### config.mk
export PLATFORM = sky130hd
export DESIGN_NAME = gat_coef_top
export DESIGN_NICKNAME = d
export VERILOG_FILES = /design/src/verilog/gat_pkg.sv /design/src/verilog/dmvm_core.sv /design/src/verilog/gat_coef_top.sv /design/src/verilog/wh_bram.sv /design/src/verilog/wh_port_arbiter.sv /design/src/verilog/wh_row_writer.sv
export SDC_FILE = /design/constraint.sdc
export NUM_CORES = 2
export LEC_CHECK = 0
export BUFFER_PORTS_ARGS = -buffer_cell sky130_fd_sc_hd__buf_2
export CORE_MARGIN = 4
export CORE_UTILIZATION = 35
export DETAILED_ROUTE_END_ITERATION = 8
export PLACE_DENSITY_LB_ADDON = 0.1
export SYNTH_ARGS = -nofsm -noshare
export SYNTH_HDL_FRONTEND = slang
export SYNTH_SLANG_ARGS = --single-unit
### constraint.sdc
create_clock -name clk -period 13.8 [get_ports clk]
set_input_delay 0.69 -clock clk [delete_from_list [all_inputs] [get_ports clk]]
set_output_delay 0.69 -clock clk [all_outputs]
set_load 0.1 [all_outputs]
### src/verilog/gat_pkg.sv
package gat_pkg;

  // value and vector sizes
  localparam int DATA_W    = 8;
  localparam int A_LEN     = 8;
  localparam int HALF_A    = A_LEN / 2;

  // sub-graph and memory sizes
  localparam int MAX_NODES = 8;
  localparam int NODE_W    = 4;
  localparam int ROWS      = 16;
  localparam int ADDR_W    = 4;

  // byte ceiling for products, sums and ReLU
  localparam int MAX_VAL   = 255;

  // one WH row, element 0 sits in the top byte
  typedef struct packed {
    logic [0:HALF_A-1][DATA_W-1:0] wh;
    logic [NODE_W-1:0]             num_nodes;
    logic                          src_flag;
  } wh_row_t;

  // request into the shared memory port
  typedef struct packed {
    logic              req;
    logic              we;
    logic [ADDR_W-1:0] addr;
    wh_row_t           wdata;
  } mem_req_t;

  // attention vector, first half used on the source row
  typedef logic [0:A_LEN-1][DATA_W-1:0] a_vec_t;

  // one coefficient per node of the sub-graph
  typedef logic [0:MAX_NODES-1][DATA_W-1:0] coef_vec_t;

  // dmvm_core sequencer
  typedef enum logic [2:0] {
    IDLE,
    FETCH,
    WAIT_DATA,
    PRODUCT,
    REDUCE,
    STORE,
    RELU,
    DONE
  } core_state_e;

endpackage

### src/verilog/dmvm_core.sv
`timescale 1ns/1ps

module dmvm_core import gat_pkg::*; (
  input  logic              clk,
  input  logic              rst_n,
  input  logic              start_i,
  input  logic [ADDR_W-1:0] base_addr_i,
  input  a_vec_t            a_i,
  input  logic              gnt_i,
  input  logic              rd_valid_i,
  input  wh_row_t           rdata_i,
  output mem_req_t          req_o,
  output logic              busy_o,
  output logic              done_o,
  output coef_vec_t         coef_o
);

  // control state
  core_state_e       state_q;
  logic [NODE_W-1:0] row_cnt_q;
  logic [NODE_W-1:0] n_nodes_q;
  logic [1:0]        red_cnt_q;
  coef_vec_t         coef_q;
  logic              last_row;
  logic              last_red;

  // run operands and pipeline data
  a_vec_t            a_q;
  logic [ADDR_W-1:0] base_q;
  wh_row_t           row_q;
  logic [DATA_W-1:0] tree_q  [HALF_A];
  logic [DATA_W-1:0] score_q [MAX_NODES];

  // combinational stage results
  logic [2*DATA_W-1:0] mul_c  [HALF_A];
  logic [DATA_W-1:0]   prod_c [HALF_A];
  logic [DATA_W:0]     sum_c  [HALF_A/2];
  logic [DATA_W-1:0]   pair_c [HALF_A/2];
  logic [DATA_W:0]     rsum_c [MAX_NODES];
  coef_vec_t           coef_c;

  // source row uses the first half of a
  always_comb begin
    for (int i = 0; i < HALF_A; i++) begin
      mul_c[i] = (row_q.src_flag ? a_q[i] : a_q[HALF_A + i]) * row_q.wh[i];
      // overflow keeps the upper byte
      if (mul_c[i] <= MAX_VAL) begin
        prod_c[i] = mul_c[i][DATA_W-1:0];
      end else begin
        prod_c[i] = mul_c[i][2*DATA_W-1:DATA_W];
      end
    end
  end

  // one level of the adder tree, overflow halves the sum
  always_comb begin
    for (int x = 0; x < HALF_A / 2; x++) begin
      sum_c[x] = tree_q[2*x] + tree_q[2*x+1];
      if (sum_c[x] <= MAX_VAL) begin
        pair_c[x] = sum_c[x][DATA_W-1:0];
      end else begin
        pair_c[x] = sum_c[x][DATA_W:1];
      end
    end
  end

  // ReLU stage, source score plus neighbour score, clamped
  always_comb begin
    for (int i = 0; i < MAX_NODES; i++) begin
      rsum_c[i] = score_q[0] + score_q[i];
      if (i >= n_nodes_q) begin
        coef_c[i] = '0;
      end else if (rsum_c[i] > MAX_VAL) begin
        coef_c[i] = DATA_W'(MAX_VAL);
      end else begin
        coef_c[i] = rsum_c[i][DATA_W-1:0];
      end
    end
  end

  assign last_red = (red_cnt_q == 2'($clog2(HALF_A) - 1));
  assign last_row = (({1'b0, row_cnt_q} + 1'b1) >= {1'b0, n_nodes_q}) ||
                    (row_cnt_q == NODE_W'(MAX_NODES - 1));

  always_ff @(posedge clk) begin
    if (!rst_n) begin
      state_q   <= IDLE;
      row_cnt_q <= '0;
      n_nodes_q <= '0;
      red_cnt_q <= '0;
      coef_q    <= '0;
    end else begin
      case (state_q)
        IDLE: begin
          if (start_i) begin
            row_cnt_q <= '0;
            state_q   <= FETCH;
          end
        end
        // stalls here while the writer holds the port
        FETCH: begin
          if (gnt_i) begin
            state_q <= WAIT_DATA;
          end
        end
        WAIT_DATA: begin
          if (rd_valid_i) begin
            // node count comes from the first row
            if (row_cnt_q == '0) begin
              n_nodes_q <= rdata_i.num_nodes;
            end
            state_q <= PRODUCT;
          end
        end
        PRODUCT: begin
          red_cnt_q <= '0;
          state_q   <= REDUCE;
        end
        REDUCE: begin
          red_cnt_q <= red_cnt_q + 1'b1;
          if (last_red) begin
            state_q <= STORE;
          end
        end
        STORE: begin
          if (last_row) begin
            state_q <= RELU;
          end else begin
            row_cnt_q <= row_cnt_q + 1'b1;
            state_q   <= FETCH;
          end
        end
        RELU: begin
          coef_q  <= coef_c;
          state_q <= DONE;
        end
        DONE: begin
          state_q <= IDLE;
        end
        default: begin
          state_q <= IDLE;
        end
      endcase
    end
  end

  always_ff @(posedge clk) begin
    if (state_q == IDLE && start_i) begin
      a_q    <= a_i;
      base_q <= base_addr_i;
    end
    if (state_q == WAIT_DATA && rd_valid_i) begin
      row_q <= rdata_i;
    end
    if (state_q == PRODUCT) begin
      tree_q <= prod_c;
    end
    if (state_q == REDUCE) begin
      for (int x = 0; x < HALF_A / 2; x++) begin
        tree_q[x] <= pair_c[x];
      end
    end
    if (state_q == STORE) begin
      score_q[row_cnt_q[$clog2(MAX_NODES)-1:0]] <= tree_q[0];
    end
  end

  // read request for row base + k
  always_comb begin
    req_o      = '0;
    req_o.req  = (state_q == FETCH);
    req_o.addr = base_q + ADDR_W'(row_cnt_q);
  end

  assign busy_o = (state_q != IDLE);
  assign done_o = (state_q == DONE);
  assign coef_o = coef_q;

endmodule

### src/verilog/gat_coef_top.sv
`timescale 1ns/1ps

module gat_coef_top import gat_pkg::*; (
  input  logic              clk,
  input  logic              rst_n,
  input  logic              wr_i,
  input  logic [ADDR_W-1:0] wr_addr_i,
  input  wh_row_t           wr_row_i,
  output logic              wr_busy_o,
  input  logic              start_i,
  input  logic [ADDR_W-1:0] base_addr_i,
  input  a_vec_t            a_i,
  output logic              busy_o,
  output logic              done_o,
  output coef_vec_t         coef_o
);

  // memory port traffic
  mem_req_t wr_req;
  mem_req_t rd_req;
  mem_req_t mem_req;
  logic     wr_gnt;
  logic     rd_gnt;
  logic     rd_valid;
  wh_row_t  rdata;

  wh_row_writer i_wh_row_writer (
    .clk       (clk),
    .rst_n     (rst_n),
    .wr_i      (wr_i),
    .wr_addr_i (wr_addr_i),
    .wr_row_i  (wr_row_i),
    .gnt_i     (wr_gnt),
    .req_o     (wr_req),
    .wr_busy_o (wr_busy_o)
  );

  dmvm_core i_dmvm_core (
    .clk         (clk),
    .rst_n       (rst_n),
    .start_i     (start_i),
    .base_addr_i (base_addr_i),
    .a_i         (a_i),
    .gnt_i       (rd_gnt),
    .rd_valid_i  (rd_valid),
    .rdata_i     (rdata),
    .req_o       (rd_req),
    .busy_o      (busy_o),
    .done_o      (done_o),
    .coef_o      (coef_o)
  );

  // writer has priority over the core
  wh_port_arbiter i_wh_port_arbiter (
    .clk        (clk),
    .rst_n      (rst_n),
    .wr_req_i   (wr_req),
    .rd_req_i   (rd_req),
    .wr_gnt_o   (wr_gnt),
    .rd_gnt_o   (rd_gnt),
    .rd_valid_o (rd_valid),
    .mem_req_o  (mem_req)
  );

  wh_bram i_wh_bram (
    .clk     (clk),
    .req_i   (mem_req),
    .rdata_o (rdata)
  );

endmodule

### src/verilog/wh_bram.sv
`timescale 1ns/1ps

module wh_bram import gat_pkg::*; (
  input  logic     clk,
  input  mem_req_t req_i,
  output wh_row_t  rdata_o
);

  // row storage, behaves like a block RAM
  wh_row_t mem_q [ROWS];

  // single port, write or registered read
  always_ff @(posedge clk) begin
    if (req_i.req) begin
      if (req_i.we) begin
        mem_q[req_i.addr] <= req_i.wdata;
      end else begin
        rdata_o <= mem_q[req_i.addr];
      end
    end
  end

endmodule

### src/verilog/wh_port_arbiter.sv
`timescale 1ns/1ps

module wh_port_arbiter import gat_pkg::*; (
  input  logic     clk,
  input  logic     rst_n,
  input  mem_req_t wr_req_i,
  input  mem_req_t rd_req_i,
  output logic     wr_gnt_o,
  output logic     rd_gnt_o,
  output logic     rd_valid_o,
  output mem_req_t mem_req_o
);

  // set when the core owned a read grant last cycle
  logic rd_valid_q;

  // writer always wins
  assign wr_gnt_o = wr_req_i.req;
  assign rd_gnt_o = rd_req_i.req && !wr_req_i.req;

  // winner drives the memory port, idle port sees no request
  always_comb begin
    if (wr_gnt_o) begin
      mem_req_o = wr_req_i;
    end else if (rd_gnt_o) begin
      mem_req_o = rd_req_i;
    end else begin
      mem_req_o = '0;
    end
  end

  // read data lands one cycle after the grant
  always_ff @(posedge clk) begin
    if (!rst_n) begin
      rd_valid_q <= 1'b0;
    end else begin
      rd_valid_q <= rd_gnt_o && !rd_req_i.we;
    end
  end

  assign rd_valid_o = rd_valid_q;

endmodule

### src/verilog/wh_row_writer.sv
`timescale 1ns/1ps

module wh_row_writer import gat_pkg::*; (
  input  logic              clk,
  input  logic              rst_n,
  input  logic              wr_i,
  input  logic [ADDR_W-1:0] wr_addr_i,
  input  wh_row_t           wr_row_i,
  input  logic              gnt_i,
  output mem_req_t          req_o,
  output logic              wr_busy_o
);

  // buffer state
  logic full_q;

  // buffered write
  logic [ADDR_W-1:0] addr_q;
  wh_row_t           row_q;

  // strobe taken only while empty, cleared on grant
  always_ff @(posedge clk) begin
    if (!rst_n) begin
      full_q <= 1'b0;
    end else if (full_q && gnt_i) begin
      full_q <= 1'b0;
    end else if (!full_q && wr_i) begin
      full_q <= 1'b1;
    end
  end

  always_ff @(posedge clk) begin
    if (!full_q && wr_i) begin
      addr_q <= wr_addr_i;
      row_q  <= wr_row_i;
    end
  end

  // hold the write request until granted
  always_comb begin
    req_o       = '0;
    req_o.req   = full_q;
    req_o.we    = full_q;
    req_o.addr  = addr_q;
    req_o.wdata = row_q;
  end

  assign wr_busy_o = full_q;

endmodule
==> metrics.md <==
| Metric | Value |
|---|---|
| P per Cell Area | `203 mW/mm²` |
| Share of layout cells above drive strength 1 | `0.109` |
| PostCTS Resize Cnt | `0` |
| Worst-margin pin slew | `1.05 ns` |
| HPWL Detailed | `77.5 mm` |
| Slew HR | `0.300` |
| Yosys Warn Count | `0` |
| Post-route minimum period | `6.49 ns` |
| Hold EP | `i_wh_row_writer.req_o[6]` |
| Final worst slack | `roughly 7.3 ns` |
| Leakage | `20.8 nW` |
| RSZ-0062 raised after global routing | `false` |
| Final GP Congestion | `0.817` |
| Detail Route Antenna Nets | `0` |
| Outcome | `completed` |
| Multi-input gate area | `0.0184 mm²` |
| Number of remaining DRC errors | `0` |
| Wire length per cell | `21.2 µm` |
| Main flop type after synthesis | `edfxtp_1` |
| # nets final | `4563` |
| Die H | `376 µm` |
| Critical Path Sink Type | `flip-flop` |
| DR pass1 iterations | `5` |
| FF+latch area | `0.0276 mm²` |
| Setup-failing EPs final | `0` |
| Data required time of the worst path | `14.27 ns` |
| DIE AREA | `0.141 mm²` |
| CTS Hold Bufs | `0` |
| I/O pins | `180` |
| Met1 Routed Length | `57.3 mm` |
| CTS sink cnt | `946` |
| Clock Skew | `0.0753 ns` |
| Clock H-tree levels | `3` |
| Hold Fails Final Rpt | `0` |
| Initial antenna violation count | `15` |
| Max frequency | `154 MHz` |
| Overall Global Routing Usage | `0.178` |
| TritonCTS Buffers | `about 110` |
| Initial Util | `0.354` |
| First-pass GRT wire length | `about 190 mm` |
| Min-delay src | `wr_row_i[6]` |
| Reg2reg end | `i_dmvm_core.tree_q[13]` |
| Fraction of registers with async set/reset | `0` |
| Synth top area cells | `edfxtp_1 55%, fa_1 6.5%, ha_1 6.0%` |
| Number of global-route vias before repair | `30200` |
| WL met3 | `~5.5 mm` |
| Critical path class | `reg2reg` |
| Die width | `376 µm` |
| Vias per cell | `4.98` |
| CTS tree | `done` |
| Sum Neg Setup Slack | `0 ns` |
| Min-Delay Path Class | `in2reg` |
| Fin crit share | `0.470` |
| Skew-Pair Late Insertion Delay | `~0.75 ns` |
| Synthesized area | `roughly 0.047 mm²` |
| IR drop worst, VDD | `0.000140 V` |
| Syn nets | `4372` |
| PortBufs | `179` |
| CTS clock-pin slew for the worst setup and hold paths | `around 0.060 ns` |
| Max clock buf depth | `3` |
| Synth top area share | `0.550` |
| Post-CTS Setup Repair Bufs | `0` |
| Area added between synthesis and finish | `13.8%` |
| Max layer used | `met5` |
| Crit path max fanout | `32` |
| Core area | `between 0.1 and 0.15 mm²` |
| Pre-CTS worst setup slack | `7.27 ns` |
| Vias | `29600` |
| Rows | `134` |
| Yosys reg bits | `946` |
| Met2 routed WL | `59.7 mm` |
| MaxCap Viol Count | `0` |
| Origin of the critical flop-to-flop path | `i_dmvm_core.row_q[0]` |
| Post-Syn Area per Cell | `12.2 µm²` |
| Fill count | `12700` |
| CP startpoint kind | `flip-flop` |
| Largest net degree at the start of global routing | `172` |
| Hold Path Depth | `1` |
| Distinct cells, synth | `84` |
| Final slew viol count | `0` |
| Count leader, synth | `edfxtp_1` |
| Post-synth EDFFs | `867` |
| Crit path arrival time | `between 6 and 7 ns` |
| Iter 0 DRT Violations | `1728` |
| Drt total wl | `126 mm` |
| Commonest cells in the synthesized netlist | `867 x edfxtp_1, 657 x nand2_1, 242 x inv_1` |
| Root buf cell | `clkbuf_16` |
| Leading area contributor after synthesis | `edfxtp_1` |
| Instance count of the mapped netlist | `3879` |
| Worst r2r path cells | `19` |
| Reg2reg setup slack | `7.31 ns` |
| GR Overflow Total | `0` |
| Seq/Total Area, Yosys | `0.583` |
[registers in the layout, summed over array words and instances (netlist names)]
signal / flops
i_wh_row_writer.addr_q: 4
i_wh_row_writer.wr_busy_o: 1
i_dmvm_core.tree_q: 32
i_wh_bram.rdata_o: 37
i_dmvm_core.base_q: 4
i_dmvm_core.row_q: 33
i_wh_bram.mem_q: 592
i_wh_row_writer.req_o: 37
i_wh_port_arbiter.rd_valid_o: 1
i_dmvm_core.n_nodes_q: 4
i_dmvm_core.red_cnt_q: 2
i_dmvm_core.coef_o: 64
i_dmvm_core.row_cnt_q: 4
i_dmvm_core.a_q: 64
i_dmvm_core.state_q: 3
i_dmvm_core.score_q: 64
[critical path: stages (launching register included)]
cell and delay, ns:
edfxtp_1 0.32, buf_4 0.55, mux2i_1 0.84, nor2b_1 0.15, fa_1 0.54, inv_1 0.05
fa_1 0.52, inv_1 0.05, fa_1 0.52, inv_1 0.06, fa_1 0.52, inv_1 0.04
ha_1 0.28, a2111oi_0 0.52, o21ai_0 0.17, nand3_1 0.12, nor2_1 0.06, nor4bb_1 0.42
nand2b_1 0.10, o41ai_1 0.39
[stage by stage]
stage	utilization	cells	total power, mW	hold slack [ns]	area, µm²
4_1_cts	0.402	5930	11.1	0.0383	53900
6_report	0.402	5934	10.9	0.111	53900
3_3_place_gp	0.376	5728	8.20	0.403	50400
3_5_place_dp	0.376	5728	8.19	0.405	50400
2_1_floorplan	-	3879	6.95	0.400	47400
5_1_grt	0.402	5930	11.8	0.0585	53900
[cell usage in the layout, fill, tap and decap left out, drive strengths merged, types with 9 or more instances in the layout]
master / count
a21boi: 55
fa: 154
o221ai: 39
a2111oi: 9
o31ai: 9
a21oi: 77
xor2: 24
a211oi: 89
buf: 228
nand3: 96
nand2b: 32
o21ai: 188
mux2: 9
edfxtp: 867
o22ai: 11
clkbuf: 133
nor2b: 184
and2: 157
dfxtp: 79
a31oi: 78
nand2: 657
nor2: 100
o21a: 15
ha: 226
a22oi: 41
a21o: 47
mux2i: 46
nor3: 27
clkinv: 53
xnor2: 65
inv: 246
[cell type report]
| type | count | share of cell area |
|---|---|---|
| antenna | 4 | 0.000186 |
| clock buffer | 133 | 0.0526 |
| clock inverter | 69 | 0.0123 |
| inverter | 243 | 0.0169 |
| multi-input combinational | 2543 | 0.341 |
| sequential | 946 | 0.512 |
| tap | 1768 | 0.0410 |
| timing repair buffer | 228 | 0.0237 |
[power by group]
group / total (mW) / switching (mW) / internal [mW]
logic: 4.58 / 2.81 / 1.77
registers: 3.52 / 0.104 / 3.42
clock network: 2.81 / 1.20 / 1.62
total: 10.9 / 4.11 / 6.81
[worst max path at each step]
stage / slack [ns] / to / cells after the start / start
2_1_floorplan: 7.81 / i_dmvm_core.tree_q[0] / 18 / i_dmvm_core.row_q[0]
3_3_place_gp: 7.44 / i_dmvm_core.tree_q[16] / 18 / i_dmvm_core.row_q[0]
3_5_place_dp: 7.27 / i_dmvm_core.tree_q[13] / 19 / i_dmvm_core.row_q[0]
4_1_cts: 7.20 / i_dmvm_core.tree_q[13] / 19 / i_dmvm_core.row_q[0]
5_1_grt: 6.61 / i_dmvm_core.tree_q[13] / 19 / i_dmvm_core.row_q[0]
6_report: 7.31 / i_dmvm_core.tree_q[13] / 19 / i_dmvm_core.row_q[0]
[per-layer routing]
layer	up-vias	global-route usage
met1	14600	0.237
li1	14300	-
met2	524	0.297
met3	212	0.0351
met4	4	0.0483
met5	-	0
[cells by family after synthesis]
family | Yosys count | share of synthesized area
flip-flops | 946 | 0.583
adder cells (fa/ha/maj) | 380 | 0.125
XOR/XNOR | 89 | 0.0165
multiplexers | 55 | 0.0119
buffers and inverters | 390 | 0.0323
AO/OA/AOI/OAI | 716 | 0.100
AND/OR/NAND/NOR | 1303 | 0.131
(Power assumes the default switching activity.)
